==> src/source/ahb_pkg.sv <==
package ahb_pkg;

    // ------------------------------
    // Bus widths
    // ------------------------------
    localparam int DATA_WIDTH   = 32;  // HRDATA width
    localparam int DEC_ADDR_MSB = 31;  // Top of decoded HADDR slice
    localparam int DEC_ADDR_LSB = 10;  // 1 KB decode granularity

    // Upper HADDR bits seen by the decoder
    typedef logic [DEC_ADDR_MSB:DEC_ADDR_LSB] dec_addr_t;

    // ------------------------------
    // AHB encodings
    // ------------------------------
    typedef enum logic [1:0] {
        IDLE   = 2'b00,
        BUSY   = 2'b01,
        NONSEQ = 2'b10,
        SEQ    = 2'b11
    } htrans_t;

    typedef enum logic [1:0] {
        OKAY  = 2'b00,
        ERROR = 2'b01,
        RETRY = 2'b10,  // Legacy AHB2 code
        SPLIT = 2'b11   // Legacy AHB2 code
    } hresp_t;

    // ------------------------------
    // Bundles
    // ------------------------------
    // Address phase from the input stage
    typedef struct packed {
        logic      sel;       // HSEL into this decoder
        dec_addr_t dec_addr;  // HADDR[31:10]
        htrans_t   trans;     // HTRANS
    } ahb_req_t;

    // Return path of one subordinate port
    typedef struct packed {
        logic                  active;    // Output stage owns this master
        logic                  readyout;  // HREADYOUT
        hresp_t                resp;      // HRESP
        logic [DATA_WIDTH-1:0] rdata;     // HRDATA
    } sub_resp_t;

    // Data-phase response back to the input stage
    typedef struct packed {
        logic                  readyout;  // HREADYOUTS
        hresp_t                resp;      // HRESPS
        logic [DATA_WIDTH-1:0] rdata;     // HRDATAS
    } ahb_resp_t;

endpackage

==> src/source/map_pkg.sv <==
package map_pkg;

    // ------------------------------
    // Port coding
    // ------------------------------
    localparam int MAX_PORTS = 6;  // Entries in the region table

    // Codes 1..6 are subordinates, 8 is the local default slave
    typedef logic [3:0] port_idx_t;

    localparam port_idx_t DFT_PORT = 4'd8;  // Default slave code

    // ------------------------------
    // Region table
    // ------------------------------
    // One address window, both ends inclusive
    typedef struct packed {
        ahb_pkg::dec_addr_t base;   // First 1 KB block
        ahb_pkg::dec_addr_t limit;  // Last 1 KB block
    } region_t;

    // Values are HADDR >> 10, so they do not line up with hex digits
    // Entry 0 belongs to port 1, entry 5 to port 6
    localparam region_t REGION_MAP [MAX_PORTS] = '{
        // 0x20000000 - 0x2002FFFF
        '{base: 22'h080000, limit: 22'h0800BF},
        // 0x30000000 - 0x30003FFF
        '{base: 22'h0C0000, limit: 22'h0C000F},
        // 0x40000000 - 0x4004FFFF
        '{base: 22'h100000, limit: 22'h10013F},
        // 0x50000000 - 0x5007FFFF
        '{base: 22'h140000, limit: 22'h1401FF},
        // 0x60000000 - 0x6001FFFF
        '{base: 22'h180000, limit: 22'h18007F},
        // 0x70000000 - 0x7001FFFF
        '{base: 22'h1C0000, limit: 22'h1C007F}
    };

endpackage

==> src/source/default_slave.sv <==
module default_slave
    import ahb_pkg::*;
(
    input  logic    HCLK,          // AHB clock
    input  logic    HRESETn,       // Sync reset, active low
    input  logic    HREADYS,       // Input stage HREADY
    input  logic    sel_dft,       // Selected for an unmapped address
    input  htrans_t trans,         // HTRANS of the address phase
    output logic    dft_readyout,  // HREADYOUT of the default slave
    output hresp_t  dft_resp       // HRESP of the default slave
);

    // ------------------------------
    // State
    // ------------------------------
    typedef enum logic [1:0] {
        dft_idle = 2'b00,  // OKAY, ready
        dft_err1 = 2'b01,  // ERROR, wait state
        dft_err2 = 2'b10   // ERROR, ready
    } dft_state_t;

    dft_state_t state;
    dft_state_t state_next;
    logic       trans_req;  // Active transfer accepted this edge

    // IDLE and BUSY get a zero wait OKAY
    assign trans_req = sel_dft & HREADYS & ((trans == NONSEQ) | (trans == SEQ));

    always_comb
    begin
        case (state)
            dft_idle: state_next = trans_req ? dft_err1 : dft_idle;
            // Own readyout is low here, so no HREADYS wait
            dft_err1: state_next = dft_err2;
            // Back-to-back unmapped transfer restarts the sequence
            dft_err2: state_next = trans_req ? dft_err1 : dft_idle;
            default:  state_next = dft_idle;
        endcase
    end

    always_ff @(posedge HCLK)
    begin
        if (!HRESETn)
        begin
            state <= dft_idle;
        end
        else
        begin
            state <= state_next;
        end
    end

    // ------------------------------
    // Outputs
    // ------------------------------
    assign dft_readyout = (state != dft_err1);                  // Low in first cycle only
    assign dft_resp     = (state == dft_idle) ? OKAY : ERROR;   // Two-cycle ERROR

    // Wait cycle of an ERROR is followed by the ready ERROR cycle
    a_err_two_cycle: assert property (
        @(posedge HCLK) disable iff (!HRESETn)
        !dft_readyout |=> dft_readyout && (dft_resp == ERROR)
    ) else $error("default_slave: ERROR response not two cycles");

endmodule

==> src/source/matrix_decoder.sv <==
module matrix_decoder
    import ahb_pkg::*, map_pkg::*;
#(
    parameter int NUM_PORTS = 6  // Subordinate ports on this input
)
(
    input  logic                 HCLK,                  // AHB clock
    input  logic                 HRESETn,               // Sync reset, active low
    input  logic                 HREADYS,               // Input stage HREADY
    input  ahb_req_t             req,                   // Address phase
    input  sub_resp_t            sub_resp [NUM_PORTS],  // Output stage returns
    output logic [NUM_PORTS-1:0] sel_ports,             // HSEL per port
    output logic                 active_dec,            // Active of chosen port
    output ahb_resp_t            rsp                    // HREADYOUTS, HRESPS, HRDATAS
);

    port_idx_t            addr_port;     // Address-phase port
    port_idx_t            data_port;     // Data-phase port
    logic [NUM_PORTS-1:0] sub_active;    // Active flags only
    logic                 sel_dft;       // Default slave select
    logic                 dft_readyout;
    hresp_t               dft_resp;

    // Active flags gathered from the return bundles
    for (genvar k = 0; k < NUM_PORTS; k++)
    begin : g_active
        assign sub_active[k] = sub_resp[k].active;
    end

    // ------------------------------
    // Address phase
    // ------------------------------
    region_decoder #(
        .NUM_PORTS (NUM_PORTS)
    ) region_decoder_inst (
        .req       (req),
        .data_port (data_port),
        .addr_port (addr_port)
    );

    port_select #(
        .NUM_PORTS (NUM_PORTS)
    ) port_select_inst (
        .HCLK       (HCLK),
        .HRESETn    (HRESETn),
        .HREADYS    (HREADYS),
        .sel        (req.sel),
        .addr_port  (addr_port),
        .sub_active (sub_active),
        .sel_ports  (sel_ports),
        .sel_dft    (sel_dft),
        .active_dec (active_dec),
        .data_port  (data_port)
    );

    // Unmapped accesses land here
    default_slave default_slave_inst (
        .HCLK         (HCLK),
        .HRESETn      (HRESETn),
        .HREADYS      (HREADYS),
        .sel_dft      (sel_dft),
        .trans        (req.trans),
        .dft_readyout (dft_readyout),
        .dft_resp     (dft_resp)
    );

    // ------------------------------
    // Data phase
    // ------------------------------
    response_mux #(
        .NUM_PORTS (NUM_PORTS)
    ) response_mux_inst (
        .data_port    (data_port),
        .sub_resp     (sub_resp),
        .dft_readyout (dft_readyout),
        .dft_resp     (dft_resp),
        .rsp          (rsp)
    );

endmodule

==> src/source/port_select.sv <==
module port_select
    import map_pkg::*;
#(
    parameter int NUM_PORTS = 6  // Number of subordinate ports
)
(
    input  logic                 HCLK,        // AHB clock
    input  logic                 HRESETn,     // Sync reset, active low
    input  logic                 HREADYS,     // Input stage HREADY
    input  logic                 sel,         // HSEL from input stage
    input  port_idx_t            addr_port,   // Address-phase port
    input  logic [NUM_PORTS-1:0] sub_active,  // Active flags of ports
    output logic [NUM_PORTS-1:0] sel_ports,   // HSEL per subordinate port
    output logic                 sel_dft,     // HSEL for default slave
    output logic                 active_dec,  // Active of chosen port
    output port_idx_t            data_port    // Data-phase owner
);

    logic [NUM_PORTS-1:0] port_hit;  // One-hot of addr_port
    logic                 dft_hit;   // addr_port is the default slave

    // ------------------------------
    // Address-phase decode
    // ------------------------------
    always_comb
    begin
        port_hit = '0;
        for (int k = 0; k < NUM_PORTS; k++)
        begin
            port_hit[k] = (addr_port == port_idx_t'(k + 1));
        end
    end

    assign dft_hit = (addr_port == DFT_PORT);

    // Selects only when this master is addressed
    assign sel_ports = port_hit & {NUM_PORTS{sel}};
    assign sel_dft   = dft_hit & sel;

    // Active flag of the chosen output stage
    // Default slave is always ready to take the transfer
    assign active_dec = dft_hit | (|(port_hit & sub_active));

    // ------------------------------
    // Data-phase port register
    // ------------------------------
    // HREADYS, not the muxed readyout, marks the end of each address phase
    always_ff @(posedge HCLK)
    begin
        if (!HRESETn)
        begin
            data_port <= DFT_PORT;  // Default slave idles with readyout high
        end
        else if (HREADYS)
        begin
            data_port <= addr_port;
        end
    end

    // ------------------------------
    // Checks
    // ------------------------------
    a_sel_onehot0: assert property (
        @(posedge HCLK) disable iff (!HRESETn)
        $onehot0({sel_ports, sel_dft})
    ) else $error("port_select: more than one select high");

endmodule

==> src/source/region_decoder.sv <==
module region_decoder
    import ahb_pkg::*, map_pkg::*;
#(
    parameter int NUM_PORTS = 6  // Live entries of REGION_MAP
)
(
    input  ahb_req_t  req,        // Address phase from input stage
    input  port_idx_t data_port,  // Port owning the data phase
    output port_idx_t addr_port   // Port chosen for this address phase
);

    // ------------------------------
    // Elaboration checks
    // ------------------------------
    if (NUM_PORTS < 1 || NUM_PORTS > MAX_PORTS)
    begin : g_bad_num_ports
        $error("region_decoder: NUM_PORTS must be 1 to %0d", MAX_PORTS);
    end

    logic [NUM_PORTS-1:0] in_range;   // Address falls in window k
    logic [NUM_PORTS-1:0] idle_hold;  // IDLE while port k has data phase

    // ------------------------------
    // Per-region tests
    // ------------------------------
    for (genvar k = 0; k < NUM_PORTS; k++)
    begin : g_region
        // Inclusive range compare on HADDR[31:10]
        assign in_range[k] = (req.dec_addr >= REGION_MAP[k].base) &&
                             (req.dec_addr <= REGION_MAP[k].limit);

        // Keep the current owner selected across IDLE transfers
        // so its output stage does not lose the master mid-burst
        assign idle_hold[k] = (data_port == port_idx_t'(k + 1)) &&
                              (req.trans == IDLE);
    end

    // ------------------------------
    // Priority pick
    // ------------------------------
    // Walked from the top down so the lowest matching port wins
    always_comb
    begin
        addr_port = DFT_PORT;  // Unmapped goes to default slave
        for (int k = NUM_PORTS - 1; k >= 0; k--)
        begin
            if (in_range[k] || idle_hold[k])
            begin
                addr_port = port_idx_t'(k + 1);
            end
        end
    end

    // Only live subordinate codes or the default slave leave here
    always_comb
    begin
        a_addr_port_legal: assert ((addr_port >= port_idx_t'(1) &&
                                    addr_port <= port_idx_t'(NUM_PORTS)) ||
                                   addr_port == DFT_PORT)
            else $error("region_decoder: illegal addr_port %0d", addr_port);
    end

endmodule

==> src/source/response_mux.sv <==
module response_mux
    import ahb_pkg::*, map_pkg::*;
#(
    parameter int NUM_PORTS = 6  // Number of subordinate ports
)
(
    input  port_idx_t data_port,              // Data-phase owner
    input  sub_resp_t sub_resp [NUM_PORTS],   // Subordinate returns
    input  logic      dft_readyout,           // Default slave HREADYOUT
    input  hresp_t    dft_resp,               // Default slave HRESP
    output ahb_resp_t rsp                     // Back to input stage
);

    // ------------------------------
    // Response select
    // ------------------------------
    // Keyed on the registered data_port, never on addr_port
    always_comb
    begin
        // Default slave drives no read data
        rsp = '{readyout: dft_readyout, resp: dft_resp, rdata: '0};

        for (int k = 0; k < NUM_PORTS; k++)
        begin
            if (data_port == port_idx_t'(k + 1))
            begin
                rsp.readyout = sub_resp[k].readyout;  // HREADYOUT
                rsp.resp     = sub_resp[k].resp;      // HRESP
                rsp.rdata    = sub_resp[k].rdata;     // HRDATA
            end
        end
    end

endmodule

==> config.mk <==
export PLATFORM = sky130hd
export DESIGN_NAME = matrix_decoder
export DESIGN_NICKNAME = d
export VERILOG_FILES = /design/src/source/ahb_pkg.sv /design/src/source/map_pkg.sv /design/src/source/default_slave.sv /design/src/source/matrix_decoder.sv /design/src/source/port_select.sv /design/src/source/region_decoder.sv /design/src/source/response_mux.sv
export SDC_FILE = /design/constraint.sdc
export NUM_CORES = 1
export LEC_CHECK = 0
export BUFFER_PORTS_ARGS = -buffer_cell sky130_fd_sc_hd__buf_2
export CORE_AREA = 2 2 109 111
export CTS_CLUSTER_SIZE = 12
export DETAILED_ROUTE_END_ITERATION = 10
export DIE_AREA = 0 0 111 113
export GPL_TIMING_DRIVEN = 0
export SLEW_MARGIN = 10
export SYNTH_ARGS = -nofsm -noshare
export SYNTH_HDL_FRONTEND = slang
export SYNTH_SLANG_ARGS = --single-unit
export TNS_END_PERCENT = 100
==> constraint.sdc <==
create_clock -name HCLK -period 2.25 [get_ports HCLK]
set_input_delay 0.3375 -clock HCLK [delete_from_list [all_inputs] [get_ports HCLK]]
set_output_delay 0.3375 -clock HCLK [all_outputs]
set_load 0.1 [all_outputs]
==> impl_metrics.py <==
metrics = {
    "sta": {
        "rsz0062_at_grt": "true",
        "tightest_slew_ns": 0.7659,
        "final-setup-viol-count": 39,
        "setup_tns_ns": -4.901,
        "finalWorstSetupSlack_ns": -0.2392,
        "finClkSkew_ns": 0.001205,
        "period_needed_ns": 2.489,
        "slew_violations": 0,
        "fin_crit_sh_pct": 110.6,
        "clock.fmax_mhz": 401.7,
        "slew_headroom_pct": 48.55,
        "hold_violations": 0,
    },
    "drt": {
        "viasPerCell": 4.830,
        "drt-total-wl_mm": 14.28,
        "avgRoutedWirePerCell_um": 16.76,
        "dr_wl_met2_mm": 7.423,
        "drt_iter0_markers": 197,
        "vias": 4115,
        "met3_length_um": 808,
        "first_pass_iters": 4,
        "wl_met1_mm": 5.761,
        "detail-route-antenna-nets": 0,
        "drcViolationCount": 0,
        "dr.max_layer_used": "met4",
    },
    "place": {
        "place_congestion": 0.8576,
        "dpl.cell_count": 811,
        "dp_hpwl_mm": 10.53,
        "io_buffers": 280,
    },
    "outcome": {
        "violations": "negative setup slack",
        "status": "finished, violations left",
    },
    "floorplanning": {
        "coreArea_mm2": 0.01127,
        "die_h_um": 113,
        "die_w_um": 111,
        "start_util_pct": 19.30,
        "die_area_mm2": 0.01254,
        "ios": 286,
        "rows": 39,
    },
    "clocking": {
        "cts_root_buf": "clkbuf_16",
        "hold_buffers": 0,
        "htreeDepth": 1,
        "clk_path_buf_depth": 2,
        "cts_tree": "built",
        "cts_inserted_buffers": 3,
        "cts.clk_slew.worst_paths_ns": 0.03,
        "insertion_delay_ns": 0.22,
        "cts.sinks": 6,
    },
    "worst_setup_path": {
        "r2r_start": "port_select_inst.data_port[3]",
        "r2r_cells": 8,
        "crit_family": "simple AND/OR/NAND/NOR gates",
        "worstPathMaxFanout": 6,
        "cp-start-kind": "input port",
        "end_kind": "primary output",
        "path_class": "in2out",
        "cp_num_buf_inv": 3,
        "critPathSlowestCell": "or4_4",
        "crit_top_cell": "o21ai_4",
        "timing.rr.end": "port_select_inst.data_port[1]",
        "r2r_slack_ns": 0.29,
        "required_ns": 1.91,
        "crit_chain": "buf_2 > or4_4 > nor2_4 > buf_6 > a31oi_4 > and3_4 > o21ai_4 > o21ai_4 > buf_12",
        "slowest_delay_ns": 0.59,
        "critical_path_arrival_ns": 2.15,
    },
    "min_path": {
        "hold_start": "HRESETn",
        "whs_path_depth": 2,
        "worst_hold_path_type": "in2reg",
        "hold_path_end": "port_select_inst.data_port[3]",
    },
    "final_layout": {
        "layout_common_cells": "buf_2 (239), nor2_1 (64), o21ai_1 (44)",
        "synthToLayoutAreaGrowth_pct": 153.9,
        "layout-drive-gt1-share_pct": 63.56,
        "layout_commonest_cell": "buf_2",
        "instances_no_fill": 852,
        "fin_util_pct": 49.02,
        "nets": 954,
    },
    "grt": {
        "grt_pass1_vias": 3944,
        "grt_pass1_wl_mm": 20.64,
        "grt_usage_pct": 20.15,
        "gr-total-overflow": 0,
        "grt_max_degree": 11,
        "antenna_found_initial": 1,
    },
    "yosys": {
        "synth_seq_area_share_pct": 5.520,
        "ys.flop_type": "dfxtp_1",
        "synth_area_leaders": "o21ai_0 (21%), nor2_1 (12%), a21o_1 (9.0%), nand2_1 (8.3%), a21oi_1 (6.9%)",
        "synth_top_area_cell": "o21ai_0",
        "async_flop_share_pct": 0,
        "yosys_warnings": 0,
        "ys_ff_latch": 6,
        "postSynthCellCount": 388,
        "syn_avg_cell_area_um2": 5.608,
        "syn-num-nets": 632,
        "yosys.area.top_type_share_pct": 20.70,
        "netlist_area_mm2": 0.002176,
        "synth-edff-count": 0,
        "synth.distinct_cells": 48,
    },
    "run": {
        "cap_violations": 0,
    },
    "pwr": {
        "power.density_mw_per_mm2": 150.1,
        "ir_drop_uv": 168.4,
        "p_leak_uw": 0.002640,
        "power_uw": 829.6,
    },
}
## synth_stat cells (2+ instances only)
master,count
clkbuf_1,25
nor3_1,7
o211ai_1,12
mux2_2,2
o21ai_1,6
or3b_2,3
nand3_1,2
a21oi_1,30
nand4_1,2
nor2_1,71
a31o_2,3
mux2i_1,8
nor4_1,2
dfxtp_1,6
nand2_1,48
a31oi_1,5
a21o_1,26
and3b_1,2
buf_1,3
o21ai_0,90
or4_4,2
nand3b_1,3
nand4bb_1,2
nand2b_1,4
## worst max-delay path by stage
stage | from | endpoint | slack (ns) | cells after the start
6_report | req[23] | active_dec | -0.24 | 9
5_1_grt | port_select_inst.data_port[3] | rsp[32] | -0.34 | 8
4_1_cts | req[12] | active_dec | -0.26 | 8
3_5_place_dp | port_select_inst.data_port[3] | rsp[15] | -0.87 | 8
3_3_place_gp | port_select_inst.data_port[3] | rsp[15] | -0.86 | 8
2_1_floorplan | port_select_inst.data_port[2] | rsp[0] | -0.44 | 3
## cells by family (layout without fill, tap and decap cells)
group                  after synthesis  in the layout  synth area share (%)
AO/OA/AOI/OAI                      181            181                 48.30
AND/OR/NAND/NOR                    160            160                 35.88
buffers and inverters               31            351                 5.578
multiplexers                        10             10                 4.715
flip-flops                           6              6                 5.521
other                                0              1                     0
## stage by stage
stage / cell area, um^2 / hold slack, ns / worst slack [ns]
2_1_floorplan: 2457 / 0.4093 / -0.4389
3_3_place_gp: 4038 / 0.5105 / -0.8551
3_5_place_dp: 4038 / 0.5165 / -0.8736
4_1_cts: 5074 / 0.3524 / -0.2624
5_1_grt: 5525 / 0.3790 / -0.3401
6_report: 5525 / 0.3551 / -0.2392
## final cells by class
class | count | area (um^2)
well taps | 143 | 178.9
inverters | 1 | 3.754
diodes | 1 | 2.502
repair buffers | 318 | 2354
fillers | 1118 | 5747
flip-flops and latches | 6 | 132.6
plain buffers | 29 | 304.0
clock buffers | 3 | 75.07
multi-input cells | 351 | 2475
## worst register-to-register path: stages (launching register included)
cell and delay (ns):
dfxtp_4 0.35, buf_12 0.12, or3b_4 0.42, nor4_4 0.19, a31o_4 0.16, or3_4 0.17
buf_4 0.12, nand3_2 0.06, a41o_1 0.24
## state kept, by name (all words and copies together) (netlist names)
| name | flops |
|---|---|
| default_slave_inst.state | 2 |
| port_select_inst.data_port | 4 |
## power breakdown
part | total [uW] | switching (uW) | internal, uW
clock network | 281 | 53.1 | 227
logic | 438 | 200 | 238
registers | 111 | 3.27 | 107
## what timing repair did
item | CTS | global route
cloned | 2 | 3
setup buffers | 17 | 16
endpoints found under the hold margin | 0 | 0
setup endpoints to repair | 42 | 42
pin swaps | 35 | 40
gates resized for setup | 271 | 74
## routing by layer
metal / up-vias / GRT usage, %
met2: 173 / 37.55
li1: 2050 / -
met1: 1868 / 24.79
met4: 0 / 4.167
met5: - / 0
met3: 24 / 2.732
Note: power is estimated with default switching activity, not from simulation.
